<file path="config.mk">
export PLATFORM = sky130hd
export DESIGN_NAME = pkt_fifo
export DESIGN_NICKNAME = d
export VERILOG_FILES = /design/src/common/router_pkg.sv /design/src/source/pkt_fifo.sv
export SDC_FILE = /design/constraint.sdc
export NUM_CORES = 1
export LEC_CHECK = 0
export BUFFER_PORTS_ARGS = -buffer_cell sky130_fd_sc_hd__buf_4
export CAP_MARGIN = 15
export CELL_PAD_IN_SITES_DETAIL_PLACEMENT = 0
export CELL_PAD_IN_SITES_GLOBAL_PLACEMENT = 1
export CORE_ASPECT_RATIO = 0.6
export CORE_MARGIN = 2
export CORE_UTILIZATION = 30
export DETAILED_ROUTE_END_ITERATION = 6
export PLACE_DENSITY_LB_ADDON = 0.1
export SLEW_MARGIN = 30
export SYNTH_ARGS = -nofsm -noshare
export SYNTH_HDL_FRONTEND = slang
export SYNTH_SLANG_ARGS = --single-unit
</file>
<file path="constraint.sdc">
create_clock -name phys_port_clk_ifc -period 3.6 [get_ports phys_port_clk_ifc]
set_clock_uncertainty 0.05 [all_clocks]
set_input_delay 0.36 -clock phys_port_clk_ifc [delete_from_list [all_inputs] [get_ports phys_port_clk_ifc]]
set_output_delay 0.36 -clock phys_port_clk_ifc [all_outputs]
set_load 0.01 [all_outputs]
</file>
<file path="src/common/router_pkg.sv">
// Router package
// Word, beat, port tag and counter types shared by the router blocks
`default_nettype none

package router_pkg;

    ////////////////////
    // Size limits

    localparam int DATA_W     = 32;
    localparam int MAX_PORTS  = 8;
    localparam int PORT_IDX_W = $clog2(MAX_PORTS);
    localparam int CNT_W      = 32;

    ////////////////////
    // Types

    typedef logic [DATA_W-1:0]     word_t;
    typedef logic [PORT_IDX_W-1:0] port_idx_t;
    typedef logic [CNT_W-1:0]      frame_cnt_t;

    // One stream beat, last marks the end of a packet
    typedef struct packed {
        word_t data;
        logic  last;
    } beat_t;

    // Core stream payload
    typedef struct packed {
        beat_t     beat;
        port_idx_t port;
    } tagged_beat_t;

endpackage

`default_nettype wire
</file>
<file path="src/source/pkt_fifo.sv">
// Synchronous packet FIFO
// Circular buffer feeding a registered output stage
`timescale 1ns/1ps
`default_nettype none

module pkt_fifo #(
    parameter type payload_t  = router_pkg::beat_t,
    parameter int  FIFO_DEPTH = 16
) (
    input  logic     phys_port_clk_ifc,
    input  logic     rst,
    input  logic     in_valid,
    output logic     in_ready,
    input  payload_t in_beat,
    output logic     out_valid,
    input  logic     out_ready,
    output payload_t out_beat
);

    localparam int AW = $clog2(FIFO_DEPTH);

    payload_t      mem [FIFO_DEPTH];
    logic [AW-1:0] wr_ptr;
    logic [AW-1:0] rd_ptr;
    logic [AW:0]   count;
    logic          wr_en;
    logic          load;
    logic          mem_wr;
    logic          mem_rd;

    assign in_ready = (count != (AW+1)'(FIFO_DEPTH));
    assign wr_en    = in_valid & in_ready;
    // Output register empty or being drained
    assign load     = ~out_valid | out_ready;
    assign mem_rd   = load & (count != '0);
    // Empty buffer writes straight into the output register
    assign mem_wr   = wr_en & ~(load & (count == '0));

    always_ff @(posedge phys_port_clk_ifc) begin
        if (rst) begin
            wr_ptr    <= '0;
            rd_ptr    <= '0;
            count     <= '0;
            out_valid <= 1'b0;
        end else begin
            if (mem_wr) begin
                wr_ptr <= wr_ptr + 1'b1;
            end
            if (mem_rd) begin
                rd_ptr <= rd_ptr + 1'b1;
            end
            count <= count + (AW+1)'(mem_wr) - (AW+1)'(mem_rd);
            if (load) begin
                out_valid <= mem_rd | wr_en;
            end
        end
    end

    always_ff @(posedge phys_port_clk_ifc) begin
        if (mem_wr) begin
            mem[wr_ptr] <= in_beat;
        end
        if (mem_rd) begin
            out_beat <= mem[rd_ptr];
        end else if (load && wr_en) begin
            out_beat <= in_beat;
        end
    end

endmodule

`default_nettype wire

</file>
== Yosys cells after proc, flatten, opt, wreduce, memory -nomap -nowiden ==
Memory sizes are Yosys's and may differ from the RTL's. A register that Yosys moved wholly into a read port is not among the register bits.
Index checks and enable logic that the tools add are counted.
Widths: inputs -> output; s select.

* Bits of input ports: 37
* Register bits: 47
* Output and inout port bits: 35
* Bits in writable memories: 528
* Word-level logic and storage cells: 30
* Memories: 1

{| class="wikitable"
|+ Memories
! name !! words !! bits a word !! read ports !! clocked after memory_dff !! wr ports !! RTL line !! source
|-
| mem || 16 || 33 || 1 || 1 || 1 || pkt_fifo.sv:22 || <nowiki>payload_t mem [FIFO_DEPTH];</nowiki>
|}

* Bitwise operators: 8
* Add/subtract/negate cells: 4
* Eq/ne operators: 1
* Reductions and logical operators: 4
* Muxes and demuxes: 6

{| class="wikitable"
|+ Operators by type and width
! cell !! count
|-
| $mux 33 || 2
|-
| $add 4x1->4 const B || 2
|-
| $mux 4 || 2
|-
| $add 5x1->5 || 1
|-
| $logic_not 5->1 || 1
|-
| $ne 5x5->1 const B || 1
|-
| $reduce_bool 5->1 || 1
|-
| $sub 5x1->5 || 1
|-
| $and 1x1->1 || 4
|-
| $mux 1 || 2
|-
| $not 1->1 || 2
|-
| $or 1x1->1 || 2
|-
| $reduce_bool 2->1 || 1
|-
| $logic_and 1x1->1 || 1
|}

== Depth between registers and ports, before layout ==
* Depth after elaboration: 7
* Gate-level depth with buffers: 14
* Depth with buffers taken out: 14

== Least setup slack after synthesis ==
OpenSTA, ideal clock, no wires.

* Path type: register to register
* Start point: reg count[3]
* End point: reg count[4]
* Data arrival time: 2.562 ns
* Path buffers: 0
* Stages on the path, launching flop included: 15
* Period minus slack after synthesis: 2.729 ns
* Required time: 3.433 ns
* Library setup time: 0.117 ns
* Path slack: 0.871 ns
* Path through: dfxtp_1 inv_1 ha_1 or3b_2 o21a_1 inv_1 ha_1 inv_1 ha_1 inv_1 fa_1 nor2b_1 o21bai_1 a21oi_1 nor3b_1

* Word-level cells in the longest chain between the ends: 6
* Elaborated cells on any way between the ends: 10
* Those cells by class: add/sub (2); eq/ne (1); bitwise (5); reduce/logical (2)

{| class="wikitable"
|+ RTL lines
! what !! RTL line !! source
|-
| start: declaration || pkt_fifo.sv:25 || <nowiki>logic [AW:0] count;</nowiki>
|-
| start signal: assignment || pkt_fifo.sv:52 || <nowiki>count <= count + (AW+1)'(mem_wr) - (AW+1)'(mem_rd);</nowiki>
|-
| $logic_not 5->1 || pkt_fifo.sv:37 || <nowiki>assign mem_wr = wr_en & ~(load & (count == '0));</nowiki>
|-
| $and 1x1->1 || pkt_fifo.sv:37 ||
|-
| $not 1->1 || pkt_fifo.sv:37 ||
|-
| $and 1x1->1 || pkt_fifo.sv:37 ||
|-
| $add 5x1->5 || pkt_fifo.sv:52 ||
|-
| $sub 5x1->5 (*) || pkt_fifo.sv:52 ||
|}

Mark *: on every way between the ends. The rest lies on a longest branch, timed or not.
A chain may end at the register's enable or synchronous reset.

== Worst setup path after layout ==
Ends and elaborated chain as after synthesis.

==> flow_summary_export.csv <==
group,metric,value,unit
synthesis,synth_compound_area_frac,0.0318,
synthesis,synth_edf_count,561,
global_routing,globalRouteTotalUtil,0.154,
route,post_drt_wl_per_cell,26.6,microns
setup_path,critical_path.max_stage_delay,490,ps
layout,area_delta_synth_final,19.7,%
die,dieArea,0.0760,sq mm
power,p_sw,4930,uW
worst_hold_path,hp-class,"in2reg",
synthesis,seq_area_frac_synth,0.777,
synthesis,synth_top_family_by_area,"multiplexers",
synthesis,async_flop_share,0,
placed_design,place_inst,2041,
power,clockPowerShare,0.347,
synthesis,ys_warn_count,0,
layout,drive_gt1_frac,0.338,
setup_path,endpoint_kind,"flip-flop",
die,start_util,0.302,
synthesis,syn_inst,993,
clock_network,cts_hold_buffers,34,
clock_network,cts_resized,0,
timing,fin_hold_ws,50.4,ps
synthesis,syn_area_per_cell,22.3,sq um
power,ir_drop,379,uV
synthesis,synth_nets,1042,
clock_network,numCtsBuffers,57,
layout,n_fill_cell,6720,
setup_path,worst-endpoint-required,4070,ps
power,p_sw_frac,0.274,
setup_path,crit_chain,"inv_1, ha_1, or3b_2, o21a_1, inv_1, ha_1, inv_1, ha_1, inv_1, fa_1, nor2b_1, o21bai_1, a21oi_1, nor3b_1",
outcome,status,"finished, final reports clean",
placed_design,place_ws,476,ps
placed_design,gp_congestion,0.673,
placed_design,io_buffers,71,
timing,setup_viol,0,
synthesis,synth_area,0.0221,sq mm
setup_path,cp.arrival,3590,ps
timing,slew_viol_final,0,
synthesis,synth_area_leaders,"edfxtp_1 76%, mux4_2 13%, mux2_2 1.7%",
route,first_pass_iters,5,
global_routing,globalRouteOverflowTotal,0,
setup_path,crit_family,"adder cells",
layout,layout.cells.non_filler,2177,
clock_network,clk-insertion-delay-late,650,ps
timing,tightest_slew,948,ps
die,fp.dieH,214,microns
timing,fmax,320,MHz
synthesis,ys_top_cells_by_count,"561 x edfxtp_1, 132 x mux4_2, 55 x o22ai_1",
setup_path,critPathLaunchType,"flip-flop",
power,power_density,679,mW/mm^2
layout,fin_nets,1196,
global_routing,grt_max_degree,69,
layout,multiInputGateArea,0.00465,sq mm
global_routing,grt_pass1_wl,83300,microns
setup_path,worst_path_most_repeated_cell,"inv_1",
timing,rsz0062_at_grt,"false",
clock_network,cts_max_level,2,
timing,fin_crit_sh,0.867,
timing,fin_ws,479,ps
timing,relSlewSlack,0.368,
layout,final_core_util,0.361,
die,ios,72,
global_routing,first_global_vias,11100,
setup_path,path_class,"reg2reg",
placed_design,hpwl,30800,microns
route,drt-initial-drc-count,951,
synthesis,synthAdderAreaFrac,0.00712,
route,ant_nets,0,
timing,finalHoldViolations,0,
power,comb_power_share,0.197,
synthesis,yosys.cell_count.top_type,"edfxtp_1",
setup_path,cp.buffers_inverters,4,
die,coreArea,0.0733,sq mm
clock_network,cts.sinks,579,
route,via_count,10500,
timing,min_period,3120,ps
die,die_x,355,microns
synthesis,synth_xor_xnor_area_share,0.00317,
route,drcViolationCount,0,
synthesis,synth_seq_cells,579,
power,p_seq_frac,0.456,
synthesis,synth-main-ff-cell,"edfxtp_1",
global_routing,antenna_found_initial,3,
synthesis,synthMuxAreaShare,0.152,
clock_network,root_buffer,"clkbuf_16",
synthesis,synth_cell_types,37,
clock_network,clk_pin_slew,60,ps
route,viasPerCell,4.83,
timing,tns,0,ps
clock_network,cts_tree,"done",
clock_network,clockBufferDepth,3,
synthesis,synth_top_area_frac,0.761,
clock_network,cts_setup_buffers,0,
synthesis,yosys.area_share.simple,0.0145,
job,drv_cap,0,
power,p_leak,0.00820,uW
power,internal_power,13100,uW
layout,seq_area,0.0172,sq mm
die,row_count,77,
setup_path,crit_fanout,11,
route,wl,58000,microns
setup_path,slowest_stage,"or3b_2",
synthesis,synth_area_leader_cell,"edfxtp_1",
## registers in the layout, summed over array words and instances (netlist names), named ones only
register   flops
count          5
mem          528
out_beat      33
out_valid      1
rd_ptr         4
wr_ptr         4
## layer usage
layer | wire length, microns | vias up | share of wire | track usage
li1 | - | 4519 | - | -
met2 | 25000 | 229 | 0.43 | 0.220
met1 | 29400 | 5697 | 0.51 | 0.242
met3 | 2520 | 74 | 0.043 | 0.0276
met5 | 11 | - | 0.00019 | 0
met4 | 1020 | 2 | 0.018 | 0.0364
## logic make-up after synthesis
group,after synthesis
xor gates and xnor gates,8
buffers and inverters,66
DFF,579
and+or+nand+nor,54
muxes,166
AOI/OAI and AO/OA,108
adders and majority gates,12
## path summary, 6_finish.rpt
kind | startpoint | end | slack [ps] | cells past startpoint
setup / recovery | count[3]$_SDFF_PP0_ | count[4]$_SDFF_PP0_ | 480 | 14
hold / removal | in_valid | out_valid$_SDFFE_PP0P_ | 50 | 3
setup reg to reg | count[3]$_SDFF_PP0_ | count[4]$_SDFF_PP0_ | 480 | 14
hold reg to reg | rd_ptr[3]$_SDFFE_PP0N_ | flip-flop | 460 | 2
## worst register-to-register path: stages, from the launching register on
cell and delay (ps):
dfxtp_1 320, inv_1 80, ha_1 190, or3b_2 490
o21a_1 320, inv_1 180, ha_1 250, inv_1 60
ha_1 160, inv_1 60, fa_1 400, nor2b_1 160
o21bai_1 90, a21oi_1 150, nor3b_1 60
## layout make-up
type | count | area share
multi-input combinational | 348 | 0.175
sequential | 579 | 0.650
antenna | 1 | 0.0000944
clock buffer | 69 | 0.0563
clock inverter | 32 | 0.0156
inverter | 10 | 0.00142
tap | 987 | 0.0466
timing repair buffer | 151 | 0.0550
## power by group through the flow
stage | logic (uW) | clock network (uW) | registers [uW]
final | 3540 | 6240 | 8210
after global routing | 3850 | 6700 | 8260
after CTS | 3650 | 6430 | 8220
after detailed placement | 3600 | 0 | 8360
after global placement | 3620 | 0 | 8360
after floorplan | 1940 | 0 | 8370
## per-stage QoR
stage	area, sq um	power, uW
2_1_floorplan	22100	10300
3_3_place_gp	24300	12000
3_5_place_dp	24300	12000
4_1_cts	26500	18300
5_1_grt	26500	18800
6_report	26500	18000
## cells in the final DEF (no fill, tap or decap), types with 15 or more instances in the layout
cell / count
clkbuf_16: 57
buf_4: 98
dfxtp_1: 15
a21oi_1: 37
mux2_2: 33
edfxtp_1: 561
mux4_2: 132
buf_12: 19
o22ai_1: 55
dlygate4sd3_1: 34
Power figures use the tool's default switching activity.
