### src/common/router_pkg.sv
// Router package
// Word, beat, port tag and counter types shared by the router blocks
`default_nettype none

package router_pkg;

    ////////////////////
    // Size limits

    localparam int DATA_W     = 32;
    localparam int MAX_PORTS  = 8;
    localparam int PORT_IDX_W = $clog2(MAX_PORTS);
    localparam int CNT_W      = 32;

    ////////////////////
    // Types

    typedef logic [DATA_W-1:0]     word_t;
    typedef logic [PORT_IDX_W-1:0] port_idx_t;
    typedef logic [CNT_W-1:0]      frame_cnt_t;

    // One stream beat, last marks the end of a packet
    typedef struct packed {
        word_t data;
        logic  last;
    } beat_t;

    // Core stream payload
    typedef struct packed {
        beat_t     beat;
        port_idx_t port;
    } tagged_beat_t;

endpackage

`default_nettype wire
### src/source/frame_counters.sv
// Frame counters
// Per-port ingress and egress packet counts with per-port clear
`timescale 1ns/1ps
`default_nettype none

module frame_counters #(
    parameter int NUM_PORTS = 4
) (
    input  logic                   phys_port_clk_ifc,
    input  logic                   rst,
    input  logic [NUM_PORTS-1:0]   ing_frame_done,
    input  logic [NUM_PORTS-1:0]   egr_frame_done,
    input  logic [NUM_PORTS-1:0]   cnt_clear,
    output router_pkg::frame_cnt_t ing_frame_cnt [NUM_PORTS],
    output router_pkg::frame_cnt_t egr_frame_cnt [NUM_PORTS]
);

    always_ff @(posedge phys_port_clk_ifc) begin
        if (rst) begin
            ing_frame_cnt <= '{default: '0};
            egr_frame_cnt <= '{default: '0};
        end else begin
            for (int p = 0; p < NUM_PORTS; p++) begin
                // Clear wins over a same-cycle frame
                if (cnt_clear[p]) begin
                    ing_frame_cnt[p] <= '0;
                    egr_frame_cnt[p] <= '0;
                end else begin
                    if (ing_frame_done[p]) begin
                        ing_frame_cnt[p] <= ing_frame_cnt[p] + 1'b1;
                    end
                    if (egr_frame_done[p]) begin
                        egr_frame_cnt[p] <= egr_frame_cnt[p] + 1'b1;
                    end
                end
            end
        end
    end

endmodule

`default_nettype wire

### config.mk
export PLATFORM = sky130hd
export DESIGN_NAME = frame_counters
export DESIGN_NICKNAME = d
export VERILOG_FILES = /design/src/common/router_pkg.sv /design/src/source/frame_counters.sv
export SDC_FILE = /design/constraint.sdc
export NUM_CORES = 1
export LEC_CHECK = 0
export BUFFER_PORTS_ARGS = -buffer_cell sky130_fd_sc_hd__buf_4
export CAP_MARGIN = 10
export CORE_MARGIN = 2
export CORE_UTILIZATION = 54
export CTS_CLUSTER_SIZE = 12
export DETAILED_ROUTE_END_ITERATION = 6
export PLACE_DENSITY = 0.89
export SLEW_MARGIN = 10
export SYNTH_ARGS = -nofsm -noshare
export SYNTH_HDL_FRONTEND = slang
export SYNTH_SLANG_ARGS = --single-unit
### constraint.sdc
create_clock -name phys_port_clk_ifc -period 2.8 [get_ports phys_port_clk_ifc]
set_input_delay 0.14 -clock phys_port_clk_ifc [delete_from_list [all_inputs] [get_ports phys_port_clk_ifc]]
set_output_delay 0.14 -clock phys_port_clk_ifc [all_outputs]
set_load 0.02 [all_outputs]
### Yosys cells after proc, flatten, opt, wreduce, memory -nomap -nowiden

Index checks and enable logic that the tools add are counted.

* register bits: 256
* bits in latches: 0
* bits in writable memories: 0
* bits in read-only memories: 0
* input bits: 14
* output and inout bits: 256
* word-level logic and storage cells: 20
* memories kept: 0

* add/sub/neg operators: 8
* multipliers: 0
* divide/modulo/power cells: 0
* order comparisons: 0
* equal/unequal tests: 0
* shifts and indexed selects: 0
* muxes and demuxes: 0
* bitwise operators: 0
* reduce and logical (&&, ||, !) cells: 4

Operators by type and width (number)
* $add 32x1->32 const B: 8
* $reduce_or 2->1: 4

### Logic depth before layout (Yosys ltp)

Gate-level depths: netlist (run 1).

* depth in word-level cells: 1
* gate-level depth with buffers: 7
* mapped depth without buffers: 5

### Worst setup path before layout (run 1)

No wires, ideal clock.

* path kind: flip-flop to flip-flop
* from: register ing_frame_cnt[96] (netlist name)
* to: register ing_frame_cnt[124] (netlist name)
* setup time: 70 ps
* data arrival time: 2176 ps
* required time: 2730 ps
* slack: 553 ps
* stages on the path, launching flop included: 7
* path buffers: 1
* clock period less this slack: 2247 ps
* cells stage by stage: dfxtp_1 -> ha_1 -> nand3_1 -> or4_1 -> clkbuf_1 -> or4_1 -> a21oi_1

* longest elaborated chain between the ends: 1

RTL lines
* start, declared: RTL line frame_counters.sv:14 `output router_pkg::frame_cnt_t ing_frame_cnt [NUM_PORTS],`
* start signal, assigned by index: RTL line frame_counters.sv:30 `ing_frame_cnt[p] <= ing_frame_cnt[p] + 1'b1;`
* $add 32x1->32: RTL line frame_counters.sv:30

No other way between the ends.
A chain may end at the register's enable or synchronous reset.

### Final worst setup path (run 1)

* from: register ing_frame_cnt[96] (netlist name)
* to: register ing_frame_cnt[122] (netlist name)

The elaborated chain is that of the path after synthesis.

==> impl_metrics.csv, run 1 <==
group,metric,value,unit
run_status,outcome,"complete, no violations",
setup_path,critPathKind,"register to register",
timing,skew,9.11,ps
setup_path,cp_max_fo,20,
clock_tree,clkSinkCount,256,
timing,hold_viol_final,0,
setup_path,cpPeakStageDelay,840,ps
clock_tree,postCtsHoldBufs,12,
synthesis,synth_edf_count,0,
synthesis,synthCells,1411,
placement,dp_hpwl,22300,um
clock_tree,htree_levels,1,
synthesis,syn_area,0.0119,mm2
power,ir_drop,426,uV
grt,grt_start_max_net_pins,35,
drt,dr_total_vias,12100,
grt,grtUsageMet2,0.445,
die,initial_core_util,0.548,
setup_path,path_buf_inv,0,
layout,fin_nets,1672,
timing,finalSetupViolCount,0,
drt,avgRoutedWirePerCell,16.6,um
drt,ant_nets,0,
timing,tightest_slew,683,ps
layout,antennaDiodeCount,0,
drt,wl,32400,um
grt,gr-total-overflow,0,
synthesis,async_reset_ff_frac,0,
placement,port_buffers,269,
layout,syn_to_final_growth,26.9,%
layout,drive_gt1_frac,0.198,
power,cellPowerDensity,502,mW/mm2
synthesis,synthFlopType,"dfxtp_1",
grt,grt_pass1_vias,10700,
clock_tree,clock_latency,530,ps
setup_path,crit_family,"simple AND/OR/NAND/NOR gates",
timing,rsz0062_at_grt,"no",
setup_path,slowest_stage,"or4_1",
placement,gp_congestion,0.896,
die,rows,54,
setup_path,crit_top_cell,"or4_1",
timing,min_period,2460,ps
clock_tree,cts-root-buf,"clkbuf_16",
synthesis,ys_types,40,
synthesis,avgSynthCellArea,8.44,um2
setup_path,required,3250,ps
clock_tree,cts_buffers,28,
timing,maxSlewHeadroom,0.545,
clock_tree,cts_tree,"yes",
setup_path,crit_path_end_kind,"register",
grt,grtUsageMet1,0.336,
power,leakage,0.00519,uW
synthesis,ys_ff_latch,256,
setup_path,rrSetupSlack,340,ps
die,dieArea,0.0233,mm2
placement,placed_area,0.0140,mm2
grt,grt_busiest_layer,"met2",
clock_tree,clkTransAtPathRegs,60,ps
grt,antenna_found_initial,0,
die,core,0.0218,mm2
timing,setup_tns,0,ps
drt,drtIter0Drc,881,
setup_path,arrival,2920,ps
synthesis,seq_area_frac_synth,0.430,
flow_run,maxCapViolCount,0,
layout,fillCellCount,1658,
clock_tree,postCtsSetupBuffers,0,
grt,use_met3,0.0543,
die,ios,270,
synthesis,syn-num-nets,1433,
clock_tree,clockBufferDepth,3,
hold_path,hold_path.class,"primary input to register",
die,fp.dieW,153,um
setup_path,worstPathCellList,"ha_1, nand3_1, or4_1, or4_1, a21oi_1",
timing,period_share,0.879,
drt,dr.pass1.iters,5,
die,die_height,153,um
synthesis,yosys_warnings,0,
drt,drc,0,
clock_tree,cts_resized,0,
layout,design_area,0.0151,mm2
drt,via_per_inst,6.20,
grt,grt_pass1_wl,52700,um
timing,fmax,406,MHz
timing,finalMaxSlewViolations,0,
setup_path,start_kind,"register",
grt,grt.total_usage,0.259,
[layout make-up]
type / instances / area (um2) / share of cell area
clock buffers: 46 / 870 / 0.0575
clock inverters: 5 / 77.6 / 0.00513
inverters: 26 / 97.6 / 0.00646
multi-input cells: 1047 / 6360 / 0.421
flip-flops and latches: 256 / 5120 / 0.339
well taps: 280 / 350 / 0.0232
repair buffers: 291 / 2230 / 0.147
[layer usage]
metal / wire (um) / up-vias / part of all wire
met2: 15800 / 476 / 0.49
met1: 13400 / 5791 / 0.41
li1: - / 5771 / -
met4: 757 / 0 / 0.023
met5: 0 / - / 0
met3: 2490 / 62 / 0.077
[cells in the final DEF, fill, tap and decap left out, types with 43 or more instances in the layout]
master	n
nand4_1	78
a21oi_1	145
nand2_1	88
dfxtp_1	256
o31ai_1	74
buf_4	278
xor2_1	44
xnor2_1	43
or3_1	83
o21ai_0	68
nand3_1	80
nor2_1	105
or4_1	87
[cells in the mapped netlist (all sizes together), types with 44 or more instances]
| cell type | count | area share |
|---|---|---|
| nand4 | 79 | 0.043 |
| nand3 | 80 | 0.034 |
| o31ai | 74 | 0.047 |
| xor2 | 44 | 0.032 |
| nand2 | 88 | 0.028 |
| clkbuf | 75 | 0.024 |
| nor2 | 105 | 0.033 |
| or3 | 83 | 0.044 |
| o21ai | 68 | 0.029 |
| dfxtp | 256 | 0.43 |
| a21oi | 145 | 0.061 |
| or4 | 88 | 0.056 |
[logic make-up after synthesis]
group                    after synthesis  synth area share
buffers and inverters                108            0.0355
AO/OA/AOI/OAI                        308             0.151
adder cells (fa/ha/maj)                8           0.00840
AND/OR/NAND/NOR                      630             0.299
XOR/XNOR                              87            0.0640
multiplexers                          14            0.0118
flip-flops                           256             0.430
[worst paths after layout]
kind / start / to / cells past startpoint
worst min-delay path: rst / egr_frame_cnt[90] / 3
worst min register to register: ing_frame_cnt[127] / ing_frame_cnt[127] / 2
worst max-delay path: ing_frame_cnt[96] / ing_frame_cnt[122] / 5
worst max register to register: ing_frame_cnt[96] / ing_frame_cnt[122] / 5
[per-stage QoR]
step / hold WS [ps] / setup slack (ps) / std cells / utilization / total power (uW)
after floorplan: 288 / 553 / 1411 / - / 3840
after global placement: 420 / 481 / 1888 / 0.646 / 3890
after detailed placement: 431 / 376 / 1888 / 0.646 / 3900
after CTS: 16.2 / 352 / 1951 / 0.695 / 7640
after global routing: 48.2 / 190 / 1951 / 0.695 / 7800
final: 31.8 / 338 / 1951 / 0.695 / 7580
[worst register-to-register path, cell delays in order, from the launching register on]
cell and delay [ps]:
dfxtp_1 400, ha_1 220, nand3_1 160, or4_1 840, or4_1 590, a21oi_1 170
[state kept, by name (all words and copies together) (netlist names)]
| name | flops |
|---|---|
| egr_frame_cnt | 128 |
| ing_frame_cnt | 128 |
[power breakdown]
| group | total [uW] | leakage (uW) | switching [uW] | internal [uW] |
|---|---|---|---|---|
| Clock | 3750 | 0.000462 | 1460 | 2290 |
| Combinational | 172 | 0.00267 | 109 | 63.4 |
| Sequential | 3660 | 0.00206 | 11.0 | 3650 |
(Power assumes the default switching activity.)
==> run 2: changes to the inputs <==
Settings changed: CORE_UTILIZATION 54 to 50, PLACE_DENSITY 0.89 to 0.84.
==> run 2 against run 1 <==
Compared with the run above: register-to-register slack is essentially flat; via count fell by 0.42%; first-iteration DRC count is 0.91% lower; largest cell class unchanged; critical endpoint unchanged; worst hold slack gained 15 ps; utilization shrank 4.7 points; cell count rose by 2.2%; power shrank 0.49%.
==> impl_metrics.csv, run 2 (same netlist as run 1, synthesis figures left out) <==
group,metric,value,unit
timing,setup_tns,0,ps
layout,final_common_cell,"buf_4",
grt,grt_pass1_vias,10700,
layout,drive_gt1_frac,0.200,
placement,dp.cells,1930,
clock_tree,cts_resized,0,
die,dieArea,0.0251,mm2
placement,port_buffers,269,
power,cellPowerDensity,498,mW/mm2
layout,instances_no_fill,1994,
die,ios,270,
run_status,outcome,"complete, no violations",
grt,grt.total_usage,0.239,
clock_tree,cts-root-buf,"clkbuf_16",
clock_tree,cts_buffers,29,
setup_path,crit_path_end_kind,"register",
clock_tree,postCtsHoldBufs,12,
timing,tightest_slew,793,ps
placement,dp_hpwl,22000,um
die,rows,56,
power,leakage,0.00520,uW
drt,dr.pass1.iters,5,
clock_tree,clkSinkCount,256,
die,core,0.0234,mm2
clock_tree,clockBufferDepth,3,
timing,hold_viol_final,0,
power,ir_drop,468,uV
layout,fin_nets,1676,
flow_run,maxCapViolCount,0,
drt,via_per_inst,6.04,
grt,antenna_found_initial,0,
timing,finalMaxSlewViolations,0,
clock_tree,htree_levels,1,
setup_path,cp_max_fo,20,
placement,gp_congestion,0.847,
setup_path,critPathKind,"register to register",
grt,gr-total-overflow,0,
drt,avgRoutedWirePerCell,16.1,um
timing,rsz0062_at_grt,"no",
timing,period_share,0.877,
drt,wl,32000,um
drt,ant_nets,0,
die,fp.dieW,158,um
clock_tree,clock_latency,530,ps
hold_path,hold_path.class,"primary input to register",
drt,drc,0,
timing,skew,5.60,ps
clock_tree,cts_tree,"yes",
layout,antennaDiodeCount,0,
timing,finalSetupViolCount,0,
drt,drtIter0Drc,873,
drt,dr_total_vias,12000,
layout,top_regs,"egr_frame_cnt x128, ing_frame_cnt x128",
clock_tree,clkTransAtPathRegs,60,ps
layout,syn_to_final_growth,27.2,%
setup_path,required,3260,ps
die,die_height,158,um
setup_path,arrival,2910,ps
timing,maxSlewHeadroom,0.472,
clock_tree,postCtsSetupBuffers,0,
grt,grt_pass1_wl,51100,um
timing,min_period,2460,ps
layout,layout_common_cells,"282 x buf_4, 256 x dfxtp_1, 145 x a21oi_1",
timing,fmax,407,MHz
die,initial_core_util,0.509,
setup_path,start_kind,"register",
grt,grt_start_max_net_pins,42,
[run 2: cell types whose count changed in the layout (fill, tap and decap cells not counted)]
cell | previous run | this run
clkbuf_8 | 8 | 9
clkinvlp_4 | 1 | 0
buf_12 | 1 | 0
clkinv_2 | 2 | 4
bufinv_16 | 2 | 1
buf_4 | 278 | 282
[run 2: power by group]
group	leakage, uW	internal, uW	total, uW	switching [uW]
Sequential	0.00206	3650	3660	10.9
Clock	0.000462	2230	3710	1490
Combinational	0.00267	62.3	170	108
[run 2: area by class of cell]
type	count	area, um2
Timing Repair Buffer	294	2240
Clock inverter	5	50.0
Inverter	26	97.6
Sequential cell	256	5120
Clock buffer	47	883
Tap cell	319	399
Fill cell	1979	8250
Multi-Input combinational cell	1047	6360
[run 2: critical path, cell delays in order (launching register included)]
cell	delay, ps
dfxtp_1	410
ha_1	220
nand3_1	150
or4_1	850
or4_1	590
a21oi_1	150
[run 2: per-stage QoR]
step | total power [uW] | setup slack [ps] | util | hold WS, ps | instance area [um2]
3_3_place_gp | 3890 | 419 | 0.603 | 422 | 14100
2_1_floorplan | 3840 | 553 | - | 288 | 11900
6_report | 7540 | 345 | 0.648 | 46.8 | 15200
3_5_place_dp | 3900 | 374 | 0.603 | 425 | 14100
4_1_cts | 7600 | 361 | 0.648 | 23.8 | 15200
5_1_grt | 7760 | 176 | 0.648 | 49.6 | 15200
[run 2: path summary, 6_finish.rpt]
| path | start | end | slack, ps | cells past startpoint |
|---|---|---|---|---|
| worst min register to register | ing_frame_cnt[31] | ing_frame_cnt[31] | 470 | 2 |
| worst max register to register | ing_frame_cnt[96] | ing_frame_cnt[122] | 340 | 5 |
| worst max-delay path | ing_frame_cnt[96] | ing_frame_cnt[122] | 340 | 5 |
| worst min-delay path | rst | egr_frame_cnt[90] | 50 | 3 |
[run 2: layer usage]
metal  wire length [um]  up-vias  GRT usage
met3               2550       61     0.0588
met2              15400      435      0.408
li1                   -     5797          -
met4                753        0     0.0622
met1              13400     5756      0.302
met5                  0        -          0
